[src/logic/thor_pkg.sv]
// Shared constants and opcodes for the execute lane; data width fixed at 64, 16 registers

package thor_pkg;

  // ======================================================================
  // Sizes
  // ======================================================================

  // Data and address width
  localparam int data_w = 64;

  // Register file depth and index width
  localparam int reg_count = 16;
  localparam int reg_idx_w = 4;

  // Instruction size field, in bytes
  localparam int insn_size_w = 4;

  // ======================================================================
  // Result constants
  // ======================================================================

  // Returned for any opcode the ALU does not decode
  localparam logic [data_w-1:0] bad_op_result = 64'hDEAD_DEAD_DEAD_DEAD;

  // Double 1.0 with sign cleared; FSIGN ORs in the operand sign
  localparam logic [data_w-1:0] fsign_one = 64'h3FF0_0000_0000_0000;

  // ======================================================================
  // Opcodes
  // ======================================================================

  // Signed/unsigned synonyms share one literal
  // Load/store variants collapse onto their address form
  typedef enum logic [7:0] {
    op_ldi     = 8'h01,
    // Register and immediate arithmetic
    op_add     = 8'h10,
    op_sub     = 8'h11,
    op_addi    = 8'h12,
    op_subi    = 8'h13,
    op_neg     = 8'h14,
    op_not     = 8'h15,
    // Scaled unsigned adds, A shifted left by 1..4
    op_addu2   = 8'h18,
    op_addu4   = 8'h19,
    op_addu8   = 8'h1A,
    op_addu16  = 8'h1B,
    op_addui2  = 8'h1C,
    op_addui4  = 8'h1D,
    op_addui8  = 8'h1E,
    op_addui16 = 8'h1F,
    // Sign bit games on IEEE doubles
    op_fneg    = 8'h20,
    op_fabs    = 8'h21,
    op_fsign   = 8'h22,
    // Bitwise logic
    op_and     = 8'h30,
    op_or      = 8'h31,
    op_eor     = 8'h32,
    op_nand    = 8'h33,
    op_nor     = 8'h34,
    op_enor    = 8'h35,
    op_andi    = 8'h36,
    op_ori     = 8'h37,
    op_eori    = 8'h38,
    // Flag producing ops
    op_tst     = 8'h40,
    op_cmp     = 8'h41,
    op_cmpi    = 8'h42,
    // Effective addresses, plain and indexed by byte/char/half/word
    op_ea      = 8'h50,
    op_eax1    = 8'h51,
    op_eax2    = 8'h52,
    op_eax4    = 8'h53,
    op_eax8    = 8'h54,
    // Flow related values
    op_jsr     = 8'h60,
    op_sys     = 8'h61,
    op_int     = 8'h62,
    // Special register pass-through
    op_mfspr   = 8'h63,
    op_mtspr   = 8'h64,
    op_mux     = 8'h70
  } alu_op_e;

endpackage

[src/logic/thor_writeback.sv]
// Result is held only for the single valid cycle; there is no back-pressure

`timescale 1ns/1ns

module thor_writeback (
  input  logic                              clk,
  input  logic                              reset,
  input  logic                              ex_valid,
  input  logic [thor_pkg::reg_idx_w-1:0]    ex_rt,
  input  logic [thor_pkg::data_w-1:0]       alu_out,
  output logic                              result_valid,
  output logic [thor_pkg::data_w-1:0]       result,
  output logic [thor_pkg::reg_idx_w-1:0]    result_reg
);

  // One cycle pulse per executed instruction
  always_ff @(posedge clk) begin
    if (reset) begin
      result_valid <= 1'b0;
    end else begin
      result_valid <= ex_valid;
    end
  end

  // Result and destination, doubling as the write port
  always_ff @(posedge clk) begin
    if (ex_valid) begin
      result     <= alu_out;
      result_reg <= ex_rt;
    end
  end

endmodule

[config.mk]
export PLATFORM = sky130hd
export DESIGN_NAME = thor_writeback
export DESIGN_NICKNAME = d
export VERILOG_FILES = /design/src/logic/thor_pkg.sv /design/src/logic/thor_writeback.sv
export SDC_FILE = /design/constraint.sdc
export NUM_CORES = 1
export LEC_CHECK = 0
export ABC_AREA = 0
export BUFFER_PORTS_ARGS = -buffer_cell sky130_fd_sc_hd__buf_2
export CAP_MARGIN = 10
export CELL_PAD_IN_SITES_DETAIL_PLACEMENT = 0
export CELL_PAD_IN_SITES_GLOBAL_PLACEMENT = 2
export CORE_AREA = 5 5 90 92
export CTS_BUF_LIST = sky130_fd_sc_hd__clkbuf_4
export DETAILED_ROUTE_END_ITERATION = 8
export DIE_AREA = 0 0 95 97
export PLACE_DENSITY_LB_ADDON = 0.1
export SLEW_MARGIN = 20
export SYNTH_ARGS = -nofsm -noshare
export SYNTH_HDL_FRONTEND = slang
export SYNTH_SLANG_ARGS = --single-unit
[constraint.sdc]
create_clock -name clk -period 0.8 [get_ports clk]
set_clock_uncertainty 0.05 [all_clocks]
set_input_delay 0.04 -clock clk [delete_from_list [all_inputs] [get_ports clk]]
set_output_delay 0.04 -clock clk [all_outputs]
set_load 0.02 [all_outputs]
# Word-level counts from Yosys, hierarchy flattened
# Index checks and enable logic that the tools add are counted.
# classes
div,0
bitwise,0
magnitude_cmp,0
n_eq_ne,0
mux,0
reduce_logical,0
multipliers,0
n_shift,0
n_addsub,0
# totals
memories,0
ramBits,0
out_inout_bits,69
ff_bits,69
latchBits,0
mem_bits_ro,0

# Longest topological paths before layout
# depth
word_depth,0
mapped_depth,1

# Worst setup path after synthesis
# No wires, ideal clock.
# synth_path
kind,flip-flop to output port
from,register result[0] (netlist name)
to,output port result[0] (netlist name)
arrival_time_ns,0.449
required_ns,0.710
slack_ns,0.261
path_buffers,0
stages_incl_launch_ff,1
cell_sequence,edfxtp_1
# synth_lines
element,line,rtl
from (decl),thor_writeback.sv:12,"output logic [thor_pkg::data_w-1:0] result,"
from (signal assigned),thor_writeback.sv:28,result <= alu_out;
# No word-level cell between the ends.

# Worst setup path in the final report
# layout_path
from,register result[38] (netlist name)
to,output port result[38] (netlist name)
# No word-level cell between the ends.

==> impl_metrics.yaml <==
die:
  coreArea_um2: 7140
  die_x_um: 95
  die_h_um: 97
  rows: 31
  num_io_pins: 140
  die_area_um2: 9220
  initial_core_util_pct: 29.1
timing:
  grt_setup_unrepaired: "yes"
  tightest_slew_ps: 189
  slew_headroom_pct: 87.4
  max_freq_mhz: 962
  min_period_ps: 1040
  slew_violations: 0
  finalCritPeriodShare_pct: 130
  setup_ws_ps: -240
  setup_viol: 69
  holdWs_ps: 95.3
  hold_viol: 0
detailed_routing:
  dr.pass1.iters: 2
  wl_mm: 5.38
  final_antenna_net_count: 0
  route.vias.total: 1518
  wire_per_inst_um: 13.6
  post-route-drc-count: 0
  initialDrtViolationCount: 28
  viasPerCell: 3.84
job:
  drv_cap: 0
synth:
  avgSynthCellArea_um2: 29.7
  yosysMostFrequentCell: "edfxtp_1"
  ys.flop_type: "edfxtp_1"
  syn-num-nets: 141
  synthArstFlopShare_pct: 0
  yosysSeqAreaShare_pct: 99.3
  ys_seq_elements: 69
  netlist_area_um2: 2080
  synth_common_cells: "edfxtp_1, dfxtp_1, nor2b_4"
  synth_area_leaders: "edfxtp_1, dfxtp_1, nor2b_4"
  yosysTopAreaCell: "edfxtp_1"
  ys_types: 3
  synth_edf_count: 68
  yosys_warnings: 0
  netlist_instances: 70
  synth_top_area_share_pct: 98.4
hold_path:
  hold_path_depth: 3
  holdPathEnd: "result_valid$_SDFF_PP0_"
  min-delay-start: "ex_valid"
  min_path_type: "in2reg"
outcome:
  status: "finished with violations"
  violations: "negative setup slack"
final_layout:
  largest_reg_flops: 68
  stdcell_count: 395
  drive_gt1_share_pct: 53.0
  fillers: 595
  final_core_utilization_pct: 56.9
  diodes: 0
  area_growth_pct: 95.5
  final_nets: 362
worst_setup_path:
  required_ps: 710
  crit_fanout: 1
  critPathLaunchType: "flop"
  path_class: "reg2out"
  crit_path_top_delay_cell: "edfxtp_1"
  crit_path_end_kind: "output pin"
  cp.buffers_inverters: 1
  slowest_delay_ps: 420
  arrival_ps: 950
  cp_cell_sequence: "buf_6"
  path_depth: 1
  crit_path_start: "result[38]$_DFFE_PP_"
  crit_family: "flip-flops"
global_route:
  grt_pass1_wl_mm: 8.00
  antenna_found_initial: 0
  grt_max_degree: 36
  grt_use_total_pct: 11.6
  grt_overflow: 0
  first_global_vias: 1674
clock_tree:
  cts_tree: "yes"
  clock_sinks: 69
  cts-root-buf: "clkbuf_4"
  clockBufferDepth: 2
  clkSlewWorstSetupHoldPaths_ps: 90
  ctsHtreeMaxLevel: 3
  cts_buffers: 9
power:
  total_power_w: 0.00761
  sw_frac_of_total_pct: 23.6
  p_clk_share_pct: 24.0
  max-vdd-ir-drop_mv: 0.975
  pwr-share-seq_pct: 57.7
  p_comb_share_pct: 18.3
  p_int_w: 0.00582
  power.leakage_nw: 1.71
  p_sw_w: 0.00180
  p_per_area_nw_per_um2: 1880
placed_design:
  port_buffers: 139
  gp_congestion: 0.608
  placedCellCount: 310
  pre_cts_ws_ps: 24.8
## cells by family after synthesis
| kind of cell | Yosys count | synth area share (%) |
|---|---|---|
| flip-flops | 69 | 99.3 |
| AND/OR/NAND/NOR | 1 | 0.663 |
## cell type report
| cell class | instances | area, um2 | area share (%) |
|---|---|---|---|
| Tap cell | 99 | 124 | 3.05 |
| Clock buffer | 13 | 97.6 | 2.40 |
| Timing Repair Buffer | 210 | 1750 | 43.1 |
| Multi-Input combinational cell | 1 | 13.8 | 0.339 |
| Sequential cell | 69 | 2060 | 50.8 |
| Clock inverter | 3 | 12.5 | 0.308 |
## power groups by stage
stage | sequential [W] | clock [W] | combinational, W
floorplan | 0.00481 | 0 | 0.00000442
global placement | 0.00441 | 0 | 0.000907
detailed placement | 0.00442 | 0 | 0.000913
CTS | 0.00437 | 0.00194 | 0.00128
global route | 0.00442 | 0.00212 | 0.00147
finish | 0.00439 | 0.00182 | 0.00140
## worst max-delay path by stage
stage	to	slack (ps)
floorplan	result[0]	260
global placement	result[61]$_DFFE_PP_	30
detailed placement	result[61]$_DFFE_PP_	20
CTS	result[38]	-290
global route	result[38]	-310
finish	result[38]	-240
## through the flow
stage	area [um2]	TNS (ps)
4_1_cts	3880	-17060
3_3_place_gp	2940	0
6_report	4060	-14000
3_5_place_dp	2940	0
2_1_floorplan	2080	0
5_1_grt	4060	-18740
## placed cells by master (no fill, tap or decap), drive strengths merged
cell | Yosys | routed
buf | 0 | 141
dfxtp | 1 | 1
clkinv | 0 | 3
edfxtp | 68 | 68
nor2b | 1 | 1
dlygate4sd3 | 0 | 69
clkbuf | 0 | 13
## metal layers
metal / routed length [um] / GRT usage [%]
met1: 1920 / 11.8
met2: 2730 / 19.4
met3: 597 / 5.74
met4: 123 / 6.10
met5: 0 / 0
## what timing repair did
| action | CTS | global route |
|---|---|---|
| hold buffers | 69 | 0 |
| gates resized for setup | 47 | 58 |
| hold endpoints to repair | 69 | 0 |
| cloned | 0 | 0 |
| endpoints found under the setup margin | 69 | 69 |
| buffers inserted | 0 | 0 |
Note: power is estimated with default switching activity, not from simulation.
