[src/logic/thor_pkg.sv]
// Shared constants and opcodes for the execute lane; data width fixed at 64, 16 registers

package thor_pkg;

  // ======================================================================
  // Sizes
  // ======================================================================

  // Data and address width
  localparam int data_w = 64;

  // Register file depth and index width
  localparam int reg_count = 16;
  localparam int reg_idx_w = 4;

  // Instruction size field, in bytes
  localparam int insn_size_w = 4;

  // ======================================================================
  // Result constants
  // ======================================================================

  // Returned for any opcode the ALU does not decode
  localparam logic [data_w-1:0] bad_op_result = 64'hDEAD_DEAD_DEAD_DEAD;

  // Double 1.0 with sign cleared; FSIGN ORs in the operand sign
  localparam logic [data_w-1:0] fsign_one = 64'h3FF0_0000_0000_0000;

  // ======================================================================
  // Opcodes
  // ======================================================================

  // Signed/unsigned synonyms share one literal
  // Load/store variants collapse onto their address form
  typedef enum logic [7:0] {
    op_ldi     = 8'h01,
    // Register and immediate arithmetic
    op_add     = 8'h10,
    op_sub     = 8'h11,
    op_addi    = 8'h12,
    op_subi    = 8'h13,
    op_neg     = 8'h14,
    op_not     = 8'h15,
    // Scaled unsigned adds, A shifted left by 1..4
    op_addu2   = 8'h18,
    op_addu4   = 8'h19,
    op_addu8   = 8'h1A,
    op_addu16  = 8'h1B,
    op_addui2  = 8'h1C,
    op_addui4  = 8'h1D,
    op_addui8  = 8'h1E,
    op_addui16 = 8'h1F,
    // Sign bit games on IEEE doubles
    op_fneg    = 8'h20,
    op_fabs    = 8'h21,
    op_fsign   = 8'h22,
    // Bitwise logic
    op_and     = 8'h30,
    op_or      = 8'h31,
    op_eor     = 8'h32,
    op_nand    = 8'h33,
    op_nor     = 8'h34,
    op_enor    = 8'h35,
    op_andi    = 8'h36,
    op_ori     = 8'h37,
    op_eori    = 8'h38,
    // Flag producing ops
    op_tst     = 8'h40,
    op_cmp     = 8'h41,
    op_cmpi    = 8'h42,
    // Effective addresses, plain and indexed by byte/char/half/word
    op_ea      = 8'h50,
    op_eax1    = 8'h51,
    op_eax2    = 8'h52,
    op_eax4    = 8'h53,
    op_eax8    = 8'h54,
    // Flow related values
    op_jsr     = 8'h60,
    op_sys     = 8'h61,
    op_int     = 8'h62,
    // Special register pass-through
    op_mfspr   = 8'h63,
    op_mtspr   = 8'h64,
    op_mux     = 8'h70
  } alu_op_e;

endpackage

[src/logic/thor_regfile.sv]
// Register 0 reads zero and ignores writes; reads are combinational, so no write-through

`timescale 1ns/1ns

module thor_regfile (
  input  logic                              clk,
  input  logic                              reset,
  input  logic [thor_pkg::reg_idx_w-1:0]    ra0,
  input  logic [thor_pkg::reg_idx_w-1:0]    ra1,
  input  logic [thor_pkg::reg_idx_w-1:0]    ra2,
  input  logic                              we,
  input  logic [thor_pkg::reg_idx_w-1:0]    wa,
  input  logic [thor_pkg::data_w-1:0]       wd,
  output logic [thor_pkg::data_w-1:0]       rd0,
  output logic [thor_pkg::data_w-1:0]       rd1,
  output logic [thor_pkg::data_w-1:0]       rd2
);

  logic [thor_pkg::data_w-1:0] regs [thor_pkg::reg_count];

  // Effective write strobe, register 0 filtered out
  logic reg_write;

  assign reg_write = we && (wa != '0);

  always_ff @(posedge clk) begin
    if (reset) begin
      for (int i = 0; i < thor_pkg::reg_count; i++) begin
        regs[i] <= '0;
      end
    end else if (reg_write) begin
      regs[wa] <= wd;
    end
  end

  // Three read ports
  assign rd0 = (ra0 == '0) ? '0 : regs[ra0];
  assign rd1 = (ra1 == '0) ? '0 : regs[ra1];
  assign rd2 = (ra2 == '0) ? '0 : regs[ra2];

endmodule

[config.mk]
export PLATFORM = sky130hd
export DESIGN_NAME = thor_regfile
export DESIGN_NICKNAME = d
export VERILOG_FILES = /design/src/logic/thor_pkg.sv /design/src/logic/thor_regfile.sv
export SDC_FILE = /design/constraint.sdc
export NUM_CORES = 2
export LEC_CHECK = 0
export BUFFER_PORTS_ARGS = -buffer_cell sky130_fd_sc_hd__buf_2
export CORE_ASPECT_RATIO = 0.5
export CORE_MARGIN = 1
export CORE_UTILIZATION = 55
export CTS_CLUSTER_DIAMETER = 50
export DETAILED_ROUTE_END_ITERATION = 8
export PLACE_DENSITY = 0.76
export SLEW_MARGIN = 20
export SYNTH_ARGS = -nofsm -noshare
export SYNTH_HDL_FRONTEND = slang
export SYNTH_SLANG_ARGS = --single-unit
[constraint.sdc]
create_clock -name clk -period 1.8 [get_ports clk]
set_input_delay 0 -clock clk [delete_from_list [all_inputs] [get_ports clk]]
set_output_delay 0 -clock clk [all_outputs]
set_load 0.02 [all_outputs]
* Yosys cells after proc, flatten, opt, wreduce, memory -nomap -nowiden
Memory sizes are Yosys's and may differ from the RTL's.
Index checks and enable logic that the tools add are counted.
** Storage, ports and cells
- Memories kept :: 1
- Register bits after elaboration :: 0
- Word-level logic and storage cells :: 18
- Bits in writable memories :: 1024
- Output and inout port bits :: 192
- Input port bits :: 83
** Cells by class
- Mux-type cells :: 11
- Reductions and logical operators :: 6
** Memory list
- regs :: depth 16, width 64, read ports 3, clocked after Yosys merged registers in 0, wr ports 16, line thor_regfile.sv:19 : logic [thor_pkg::data_w-1:0] regs [thor_pkg::reg_count];
** Operator list (count)
- 64-bit 2-to-1 mux :: 4
- 64-bit OR reduction :: 1
- 4-bit logical NOT :: 3
- 1-bit 2-to-1 mux :: 6
- 4-bit 2-to-1 mux :: 1
- 4-bit nonzero test :: 1
- 1-bit logical AND :: 1

* Logic depth before layout (Yosys ltp)
- Depth in word-level cells :: 7
- Gate-level depth with buffers :: 8
- Depth with buffers taken out :: 4

* Worst setup path after synthesis
No wires, ideal clock.
- Kind :: input -> register
- From :: input we
- To :: memory regs[1][0] in the netlist's numbering (enable)
- Stages :: 5
- Setup time :: 0.394 ns
- Buffers on the path :: 1
- Setup slack :: -0.133 ns
- Data required time :: 1.406 ns
- Arrival time :: 1.539 ns
- Path through :: nor2b_2 -> nand3b_1 -> nor3_1 -> clkbuf_2 -> or2_2
** RTL lines
- from (decl) :: line thor_regfile.sv:11 : input logic we,
- to (decl) :: line thor_regfile.sv:19

==> results.cfg <==
[outcome]
status = finished, violations left
violations = setup timing

[power]
internal-power_mw = 42.0
clkPwrFrac_pct = 33.4
power_frac_comb_pct = 20.4
switchingPower_mw = 16.7
total_power_mw = 58.7
vdd_drop_max_mv = 0.700
power.leakage_nw = 25.2
switching_share_pct = 28.4
power_density_mw_per_mm2 = 831
seqPwrFrac_pct = 46.1

[yosys]
synth_nets = 4331
yosys_warnings = 0
synth_area_mm2 = 0.0574
ys.flop_type = edfxtp_1
synth_cells = 4248
synth_edf_count = 961
ys_seq_area_share_pct = 50.3
synth-seq-cells = 961
avgSynthCellArea_um2 = 13.5
synth.distinct_cells = 36
ys_async_sr_fraction_pct = 0

[setup_path]
cp_max_fo = 3
arrival_ns = 2.24
path_class = reg -> out
crit_path_end_kind = primary output
worst-endpoint-required_ns = 1.80
cp-start-kind = flop

[drt]
avgRoutedWirePerCell_um = 33.8
routed_wl_um = 205000
vias = 44700
drc = 0
ant_nets = 0
dr.pass1.iters = 8
via_per_inst = 7.36
drt_iter0_drc = 7635

[global_routing]
grt_first_pass_wirelength_um = 293000
antenna_found_initial = 9
grt.total_usage_pct = 37.9
grt_pass1_vias = 44500
grt_overflow = 0
grt_max_degree = 65

[placement]
port_buffers = 274
dp.cells = 5812
routabilityCongestion = 0.944
dp_hpwl_um = 120000

[finish]
final_common_cell = edfxtp_1
stdcell_count = 6066
post-route-util_pct = 68.5
max_flop_register = regs
nets = 4664
area_growth_pct = 23.0
drive_gt1_share_pct = 38.3
biggestRegsByFlops = regs x961
final.fill_count = 6672
largest_reg_flops = 961
final_cell_mix = edfxtp_1 (961), and2_1 (960), mux4_2 (447)

[cts]
clkTransAtPathRegs_ns = 0.07
clock_sinks = 961
cts_tree = built
htreeDepth = 3
clock_path_buffers = 3
root_buffer = clkbuf_16
cts_made_buffers = 91

[timing]
setup_viol = 192
tns_ns = -50.78
rsz0062_at_grt = true
drv_slew = 0
fmax_mhz = 446
fin_crit_sh_pct = 124
worst_slack_ns = -0.441
period_needed_ns = 2.24
timing.hold.ws_ns = 0.0503
hold_viol = 0
worst-slew-pin-transition_ns = 0.881
slew_headroom_pct = 41.3

[floorplanning]
io_pins = 275
fp.dieH_um = 230
die_w_um = 459
start_util_pct = 55.7
core_mm2 = 0.103
rows = 83
dieArea_mm2 = 0.106

[flow_run]
cap_violations = 0

[worst_hold_path]
min_path_type = in -> reg
[cells in the mapped netlist (all sizes together) (3+ instances only)]
cell | count | share of area (%)
a2111oi | 124 | 2.0
a221oi | 64 | 0.98
or2 | 16 | 0.17
mux4 | 447 | 18
edfxtp | 961 | 50
o22ai | 316 | 3.4
nor2 | 329 | 2.2
buf | 216 | 2.2
nor3 | 69 | 0.62
a31oi | 3 | 0.033
mux2 | 74 | 1.5
nand3b | 3 | 0.039
o21ai | 4 | 0.035
clkbuf | 246 | 1.6
o31ai | 3 | 0.039
mux2i | 378 | 6.6
and2 | 960 | 10
inv | 3 | 0.020
nand2 | 10 | 0.070
nand2b | 11 | 0.12
[power groups by stage]
| stage | clock network, mW | registers, mW | logic (mW) |
|---|---|---|---|
| global route | 20.4 | 27.2 | 12.3 |
| global placement | 0 | 27.2 | 9.78 |
| detailed placement | 0 | 27.4 | 9.92 |
| CTS | 19.6 | 27.0 | 11.2 |
| finish | 19.6 | 27.1 | 12.0 |
| floorplan | 0 | 27.0 | 6.08 |
[per-stage QoR]
stage          cell area [um^2]  worst slack, ns
2_1_floorplan             57500            0.180
3_3_place_gp              63200           -0.181
3_5_place_dp              63200           -0.141
4_1_cts                   69300           -0.414
5_1_grt                   70600           -0.496
6_report                  70600           -0.441
[area by class of cell]
class | instances | area [um^2] | share of cell area, %
diodes | 8 | 20.0 | 0.0284
clock buffers | 107 | 2380 | 3.37
clock inverters | 61 | 559 | 0.792
inverters | 3 | 11.3 | 0.0159
multi-input cells | 2822 | 29600 | 41.9
flip-flops and latches | 961 | 28900 | 40.9
well taps | 1402 | 1750 | 2.48
repair buffers | 702 | 7450 | 10.5
[per-layer routing]
metal  global-route usage (%)  vias to the layer above  part of all wire [%]
li1                         -                    17300                     -
met1                     49.1                    22000                    33
met2                     57.8                     4434                    45
met3                     10.5                      947                    15
met4                     21.9                        0                   6.2
met5                        0                        -                     0
[logic make-up (layout without fill, tap and decap cells)]
kind of cell    count (synthesis)  count (layout)  share of synthesized area, %
compound gates                519             519                          6.62
buf+inv                       465             873                          3.87
flops                         961             961                          50.3
mux                           899             899                          25.6
other cells                     1               9                       0.00653
simple gates                 1403            1403                          13.7
[critical path: stages (launching register included)]
cell       delay [ns]
edfxtp_1         0.44
mux2i_1          0.18
o22ai_1          0.10
a2111oi_2        0.45
buf_4            0.19
nor2_2           0.05
buf_6            0.13
[worst paths after layout]
| path | startpoint | end | slack (ns) | depth (start not counted) |
|---|---|---|---|---|
| min | wa[2] | regs[3][1] | 0.05 | 3 |
| max | regs[8][17] | rd1[17] | -0.44 | 6 |
[repair_timing]
action,CTS,global route
resized for setup,653,203
endpoints found under the setup margin,192,192
pin swaps,173,139
hold buffers,65,0
buffers inserted,21,14
endpoints found under the hold margin,961,0
Note: power is estimated with default switching activity, not from simulation.
