[src/logic/thor_pkg.sv]
// Shared constants and opcodes for the execute lane; data width fixed at 64, 16 registers

package thor_pkg;

  // ======================================================================
  // Sizes
  // ======================================================================

  // Data and address width
  localparam int data_w = 64;

  // Register file depth and index width
  localparam int reg_count = 16;
  localparam int reg_idx_w = 4;

  // Instruction size field, in bytes
  localparam int insn_size_w = 4;

  // ======================================================================
  // Result constants
  // ======================================================================

  // Returned for any opcode the ALU does not decode
  localparam logic [data_w-1:0] bad_op_result = 64'hDEAD_DEAD_DEAD_DEAD;

  // Double 1.0 with sign cleared; FSIGN ORs in the operand sign
  localparam logic [data_w-1:0] fsign_one = 64'h3FF0_0000_0000_0000;

  // ======================================================================
  // Opcodes
  // ======================================================================

  // Signed/unsigned synonyms share one literal
  // Load/store variants collapse onto their address form
  typedef enum logic [7:0] {
    op_ldi     = 8'h01,
    // Register and immediate arithmetic
    op_add     = 8'h10,
    op_sub     = 8'h11,
    op_addi    = 8'h12,
    op_subi    = 8'h13,
    op_neg     = 8'h14,
    op_not     = 8'h15,
    // Scaled unsigned adds, A shifted left by 1..4
    op_addu2   = 8'h18,
    op_addu4   = 8'h19,
    op_addu8   = 8'h1A,
    op_addu16  = 8'h1B,
    op_addui2  = 8'h1C,
    op_addui4  = 8'h1D,
    op_addui8  = 8'h1E,
    op_addui16 = 8'h1F,
    // Sign bit games on IEEE doubles
    op_fneg    = 8'h20,
    op_fabs    = 8'h21,
    op_fsign   = 8'h22,
    // Bitwise logic
    op_and     = 8'h30,
    op_or      = 8'h31,
    op_eor     = 8'h32,
    op_nand    = 8'h33,
    op_nor     = 8'h34,
    op_enor    = 8'h35,
    op_andi    = 8'h36,
    op_ori     = 8'h37,
    op_eori    = 8'h38,
    // Flag producing ops
    op_tst     = 8'h40,
    op_cmp     = 8'h41,
    op_cmpi    = 8'h42,
    // Effective addresses, plain and indexed by byte/char/half/word
    op_ea      = 8'h50,
    op_eax1    = 8'h51,
    op_eax2    = 8'h52,
    op_eax4    = 8'h53,
    op_eax8    = 8'h54,
    // Flow related values
    op_jsr     = 8'h60,
    op_sys     = 8'h61,
    op_int     = 8'h62,
    // Special register pass-through
    op_mfspr   = 8'h63,
    op_mtspr   = 8'h64,
    op_mux     = 8'h70
  } alu_op_e;

endpackage

[src/logic/thor_operand_fetch.sv]
// Issue fields must be stable while issue is high; forwarding covers execute and writeback only

`timescale 1ns/1ns

module thor_operand_fetch (
  input  logic                                clk,
  input  logic                                reset,
  // Issue side
  input  logic                                issue,
  input  thor_pkg::alu_op_e                   op,
  input  logic [thor_pkg::reg_idx_w-1:0]      ra,
  input  logic [thor_pkg::reg_idx_w-1:0]      rb,
  input  logic [thor_pkg::reg_idx_w-1:0]      rc,
  input  logic [thor_pkg::reg_idx_w-1:0]      rt,
  input  logic [thor_pkg::data_w-1:0]         imm,
  input  logic [thor_pkg::data_w-1:0]         pc,
  input  logic [thor_pkg::insn_size_w-1:0]    insn_size,
  // Register file read data
  input  logic [thor_pkg::data_w-1:0]         rd0,
  input  logic [thor_pkg::data_w-1:0]         rd1,
  input  logic [thor_pkg::data_w-1:0]         rd2,
  // Forwarding sources
  input  logic [thor_pkg::data_w-1:0]         alu_out,
  input  logic                                wb_valid,
  input  logic [thor_pkg::reg_idx_w-1:0]      wb_reg,
  input  logic [thor_pkg::data_w-1:0]         wb_data,
  // Register file read addresses
  output logic [thor_pkg::reg_idx_w-1:0]      ra0,
  output logic [thor_pkg::reg_idx_w-1:0]      ra1,
  output logic [thor_pkg::reg_idx_w-1:0]      ra2,
  // Execute stage
  output logic                                ex_valid,
  output thor_pkg::alu_op_e                   ex_op,
  output logic [thor_pkg::data_w-1:0]         ex_a,
  output logic [thor_pkg::data_w-1:0]         ex_b,
  output logic [thor_pkg::data_w-1:0]         ex_c,
  output logic [thor_pkg::data_w-1:0]         ex_imm,
  output logic [thor_pkg::data_w-1:0]         ex_pc,
  output logic [thor_pkg::insn_size_w-1:0]    ex_size,
  output logic [thor_pkg::reg_idx_w-1:0]      ex_rt
);

  logic [thor_pkg::data_w-1:0] opa;
  logic [thor_pkg::data_w-1:0] opb;
  logic [thor_pkg::data_w-1:0] opc;

  // Youngest producer wins; r0 is hardwired zero
  function automatic logic [thor_pkg::data_w-1:0] fwd(
    input logic [thor_pkg::reg_idx_w-1:0] src,
    input logic [thor_pkg::data_w-1:0]    rf_data
  );
    if (src == '0) begin
      return '0;
    end else if (ex_valid && (ex_rt == src)) begin
      return alu_out;
    end else if (wb_valid && (wb_reg == src)) begin
      return wb_data;
    end
    return rf_data;
  endfunction

  assign ra0 = ra;
  assign ra1 = rb;
  assign ra2 = rc;

  // Operand select follows the forwarding sources as well as the read data
  always_comb begin
    opa = fwd(ra, rd0);
    opb = fwd(rb, rd1);
    opc = fwd(rc, rd2);
  end

  // ======================================================================
  // Execute stage register
  // ======================================================================
  always_ff @(posedge clk) begin
    if (reset) begin
      ex_valid <= 1'b0;
    end else begin
      ex_valid <= issue;
    end
  end

  // Payload captured only on a real issue
  always_ff @(posedge clk) begin
    if (issue) begin
      ex_op   <= op;
      ex_a    <= opa;
      ex_b    <= opb;
      ex_c    <= opc;
      ex_imm  <= imm;
      ex_pc   <= pc;
      ex_size <= insn_size;
      ex_rt   <= rt;
    end
  end

endmodule

[config.mk]
export PLATFORM = sky130hd
export DESIGN_NAME = thor_operand_fetch
export DESIGN_NICKNAME = d
export VERILOG_FILES = /design/src/logic/thor_pkg.sv /design/src/logic/thor_operand_fetch.sv
export SDC_FILE = /design/constraint.sdc
export NUM_CORES = 1
export LEC_CHECK = 0
export BUFFER_PORTS_ARGS = -buffer_cell sky130_fd_sc_hd__buf_2
export CAP_MARGIN = 15
export CELL_PAD_IN_SITES_DETAIL_PLACEMENT = 1
export CELL_PAD_IN_SITES_GLOBAL_PLACEMENT = 1
export CORE_AREA = 4 4 319 321
export CTS_BUF_LIST = sky130_fd_sc_hd__clkbuf_4 sky130_fd_sc_hd__clkbuf_8
export DETAILED_ROUTE_END_ITERATION = 12
export DIE_AREA = 0 0 323 325
export GPL_ROUTABILITY_DRIVEN = 0
export PLACE_DENSITY_LB_ADDON = 0.1
export SETUP_SLACK_MARGIN = 0.1
export SLEW_MARGIN = 20
export SYNTH_ARGS = -nofsm -noshare
export SYNTH_HDL_FRONTEND = slang
export SYNTH_SLANG_ARGS = --single-unit
[constraint.sdc]
create_clock -name clk -period 3.9 [get_ports clk]
set_input_delay 0.78 -clock clk [delete_from_list [all_inputs] [get_ports clk]]
set_output_delay 0.78 -clock clk [all_outputs]
set_load 0.01 [all_outputs]
# After elaboration in Yosys (flattened, before gate mapping)
# Index checks and enable logic that the tools add are counted.
[totals]
regBits = 337
in_bits = 484
[classes]
n_eq_ne = 6
mux = 21
n_reduce_logical = 9
[op_table]
columns = ["op", "count"]
rows = [
  ["64-bit two-way mux", 12],
  ["4-bit equality test", 6],
  ["4-bit logical NOT", 3],
  ["1-bit two-way mux", 9],
  ["1-bit logical AND", 6],
]

# Longest topological paths before layout
[depth]
ltp_word = 6
ltp_mapped = 7

# Worst setup path before layout
# No wires, ideal clock.
[synth_timing]
path_kind = "input-to-reg"
from = "input port wb_reg[3] (netlist bit)"
to = "register ex_b[52] (netlist bit), data pin"
setup_ps = 258
arrival_time_ps = 1801
setup_slack_ps = 1841
cell_stages = 7
path_buffers = 2
path_cell_list = "xor2_1 > nor3_1 > nand3_2 > buf_4 > buf_1 > o21ai_1 > a2bb2oi_2"
[synth_between]
elab_chain_len = 6
[synth_lines]
columns = ["element", "line", "rtl"]
rows = [
  ["from (decl)", "thor_operand_fetch.sv:25", "input logic [thor_pkg::reg_idx_w-1:0] wb_reg,"],
  ["4-bit equality test", "thor_operand_fetch.sv:56", "end else if (wb_valid && (wb_reg == src)) begin"],
  ["1-bit logical AND", "thor_operand_fetch.sv:56", ""],
  ["1-bit two-way mux", "thor_operand_fetch.sv:56", ""],
  ["1-bit two-way mux", "thor_operand_fetch.sv:54", "end else if (ex_valid && (ex_rt == src)) begin"],
  ["1-bit two-way mux", "thor_operand_fetch.sv:52", "if (src == '0) begin"],
  ["64-bit two-way mux", "thor_operand_fetch.sv:59", "return rf_data;"],
  ["via opb (one bit)", "thor_operand_fetch.sv:44", "logic [thor_pkg::data_w-1:0] opb;"],
  ["to (signal assigned)", "thor_operand_fetch.sv:89", "ex_b <= opb;"],
  ["to (decl)", "thor_operand_fetch.sv:35", "output logic [thor_pkg::data_w-1:0] ex_b,"],
]
# The timed path passes the listed nets, and every way through them passes these cells.
# A chain may end at the register's enable or synchronous reset.

# Worst setup path in the final report
[layout_timing]
from = "register ex_rt[3] (netlist bit)"
to = "register ex_b[26] (netlist bit), data pin"
[layout_between]
elab_chain_len = 5
word_cells_on_any_way = 7
classes_between = "eq/ne (1); mux (5); reduce/logical (1)"
[layout_lines]
columns = ["element", "line", "rtl"]
rows = [
  ["from (decl)", "thor_operand_fetch.sv:40", "output logic [thor_pkg::reg_idx_w-1:0] ex_rt"],
  ["from (signal assigned)", "thor_operand_fetch.sv:94", "ex_rt <= rt;"],
  ["4-bit equality test *", "thor_operand_fetch.sv:54", ""],
  ["1-bit logical AND *", "thor_operand_fetch.sv:54", ""],
  ["64-bit two-way mux or 1-bit two-way mux (tied branches)", "thor_operand_fetch.sv:54", ""],
  ["64-bit two-way mux or 1-bit two-way mux (tied branches)", "thor_operand_fetch.sv:52", ""],
  ["64-bit two-way mux *", "thor_operand_fetch.sv:59", ""],
  ["via opb (one bit)", "thor_operand_fetch.sv:44", ""],
]
# The timed path passes the listed nets; every way through them passes the cells marked *.

==> reports/metrics.cfg <==
[route]
postRouteAntennaNets=0
number_of_vias_per_cell_after_detailed_routing=3.988
postRouteWirelength_mm=87.27
drt_first_iter_violations=653
route.detailed.wl_per_inst_um=26.11
routed-via-count=13328
drcViolationCount=0
drt_pre_antenna_iters=4

[cells_and_area]
area_delta_synth_final_pct=47.96
post-route-util_pct=22.30
design.final.nets=2452
final_layout_size_suffix_gt1_share_pct=52.80

[floorplanning]
initial_utilization_pct=15.07
die-width_um=323
rows=116
die-height_um=325
io-pin-count=833
design.core.area_mm2=0.09928
fp.dieArea_mm2=0.1050

[clock_network]
cts_hold_buffers=0
cts.repair.resized=0
number_of_buffers_inserted_by_post_cts_setup_repair=0
clk_path_buf_depth=3
numClockSinks=337
clkLatencyLatePin_ps=680
clkSlewWorstSetupHoldPaths_ps=60
number_of_h_tree_levels=3
numCtsBuffers=74
cts_root_buffer=sky130_fd_sc_hd__clkbuf_8
cts_tree=done

[sta]
timing.max_slew.rel_slack_pct=53.28
worst-slew-pin-transition_ps=700.8
final.period_utilization_pct=57.16
final.setup_skew_ps=36.56
max_freq_mhz=448.6
report.final.setup_viol=0
layout_setup_ws_ps=1671
rsz0062_at_grt=no
period_needed_ps=2229
drv_slew=0
final.setup.tns_ps=0
timing_hold_violations_final=0

[place]
dpl_worst_slack_ps=955.3
place_hpwl_mm=65.58
io_buffer_count=832

[logic_synthesis]
syn_inst=1122
mappedNetlistNets=1606
postSynthRegisterBits=337
synthesis.area_mm2=0.01496
synth-seq-area-share_pct=67.58
synth.yosys.warnings=0
syn-mean-instance-area_um2=13.33
synth.distinct_cells=25

[setup_path]
critical_path.max_fanout=19
worst_setup_path_startpoint=ex_rt[3]
r2r-start=ex_rt[3]
slowest_delay_ps=490
timing.critical_path.arrival_ps=2720
crit_chain=xnor2_1, nand3_2, o21ba_4, nand2_4, buf_12, a2bb2oi_1
regToRegSetupSlack_ps=1670
cp-start-kind=register
cp.required_ps=4390
critical_path.top_delay_family=compound AO/OA/AOI/OAI gates
setup.worst_path.end_class=register
termination_of_the_worst_setup_path=ex_b[26]
critPathKind=reg -> reg
rr_endpoint=ex_b[26]
worst-path-buf-inv=1
worst-path-stages=6
cpMaxStageDelayCell=sky130_fd_sc_hd__edfxtp_1
worst_r2r_path_depth=6

[global_routing]
antenna_found_initial=64
grt_start_max_net_pins=76
grt.overflow.total=0
grt_pass1_wl_mm=117.7
grt.total_usage_pct=15.97
first_global_vias=14455

[power_and_ir_drop]
finalPower_uw=9807
vdd.ir_drop.worst_uv=211.7
cellPowerDensity_mw_per_mm2=443.0
power_leakage_uw=0.008955

[hold_path]
hold_path_class=in -> reg

[run]
maxCapViolCount=0

[status]
run_status=finished, final reports clean

==> Yosys cell counts (all sizes together) <==
| cell | count | share of area [%] |
|---|---|---|
| o21ba | 2 | 0.13 |
| nor2b | 1 | 0.042 |
| and3 | 1 | 0.042 |
| nand3 | 6 | 0.30 |
| a2bb2oi | 128 | 10 |
| nor4 | 2 | 0.28 |
| o21ai | 192 | 6.4 |
| edfxtp | 336 | 67 |
| xor2 | 12 | 0.70 |
| dfxtp | 1 | 0.13 |
| nand2 | 260 | 6.6 |
| clkbuf | 28 | 0.70 |
| or4 | 1 | 0.050 |
| buf | 70 | 3.1 |
| a31oi | 64 | 2.7 |
| xnor2 | 12 | 0.70 |
| nor3 | 6 | 0.35 |
==> layer usage <==
layer / vias up / routed length [um] / GRT usage [%]
met5: - / 128 / 0
met2: 622 / 45120 / 28.85
met3: 160 / 7399 / 5.556
met4: 18 / 2908 / 6.628
met1: 6530 / 31710 / 16.80
li1: 5998 / - / -
==> stage by stage <==
step           area, um2  std cells  hold slack [ps]
2_1_floorplan      14960       1122            830.1
3_3_place_gp       20670       3190            936.1
3_5_place_dp       20680       3190            941.6
4_1_cts            22060       3313            128.7
5_1_grt            22110       3332            183.0
6_report           22140       3342            250.9
==> power by group <==
part	switching (uW)	leakage (uW)	internal [uW]
combinational	872	0.00492	614
sequential	79.3	0.00330	4340
clock	1820	0.000734	2080
total	2770	0.00895	7030
==> cells by family after synthesis <==
logic type,synth area share (%)
AO/OA/AOI/OAI,19.61
flip-flops,67.58
AND/OR/NAND/NOR,7.627
buffers and inverters,3.780
XOR/XNOR,1.405
==> cell type report <==
| class | instances | area (um2) |
|---|---|---|
| antenna | 29 | 72.57 |
| clock buffer | 98 | 1199 |
| clock inverter | 25 | 187.7 |
| fill | 11516 | 77140 |
| multi-input combinational | 687 | 4362 |
| sequential | 337 | 10110 |
| tap | 1298 | 1624 |
| timing repair buffer | 868 | 4582 |
==> flip-flops by register name, summed over array words and instances, names as in the netlist <==
| signal | flops |
|---|---|
| ex_b | 64 |
| ex_valid | 1 |
| ex_pc | 64 |
| ex_c | 64 |
| ex_op | 8 |
| ex_imm | 64 |
| ex_size | 4 |
| ex_rt | 4 |
| ex_a | 64 |
==> worst min-delay path by stage <==
stage | startpoint | to | cells after the start
floorplan | ex_valid | ex_b[0] | 4
global placement | reset | ex_valid | 2
detailed placement | reset | ex_valid | 2
CTS | reset | ex_valid | 2
global route | imm[25] | ex_imm[25] | 1
finish | reset | ex_valid | 2
==> layout by cell type, fill, tap and decap left out, types with 3 or more instances in the layout <==
master / n
sky130_fd_sc_hd__buf_2: 831
sky130_fd_sc_hd__nor3_1: 4
sky130_fd_sc_hd__nand2_1: 258
sky130_fd_sc_hd__a2bb2oi_1: 59
sky130_fd_sc_hd__inv_12: 3
sky130_fd_sc_hd__buf_4: 25
sky130_fd_sc_hd__o21ai_0: 72
sky130_fd_sc_hd__o21ai_1: 120
sky130_fd_sc_hd__xor2_1: 12
sky130_fd_sc_hd__xnor2_1: 12
sky130_fd_sc_hd__clkbuf_8: 74
sky130_fd_sc_hd__clkinv_1: 12
sky130_fd_sc_hd__diode_2: 29
sky130_fd_sc_hd__buf_12: 11
sky130_fd_sc_hd__edfxtp_1: 336
sky130_fd_sc_hd__clkinv_2: 5
sky130_fd_sc_hd__clkbuf_4: 24
sky130_fd_sc_hd__a31oi_1: 64
sky130_fd_sc_hd__nand3_4: 4
sky130_fd_sc_hd__a2bb2oi_2: 69
No activity file was read; power rests on OpenSTA's default activity.
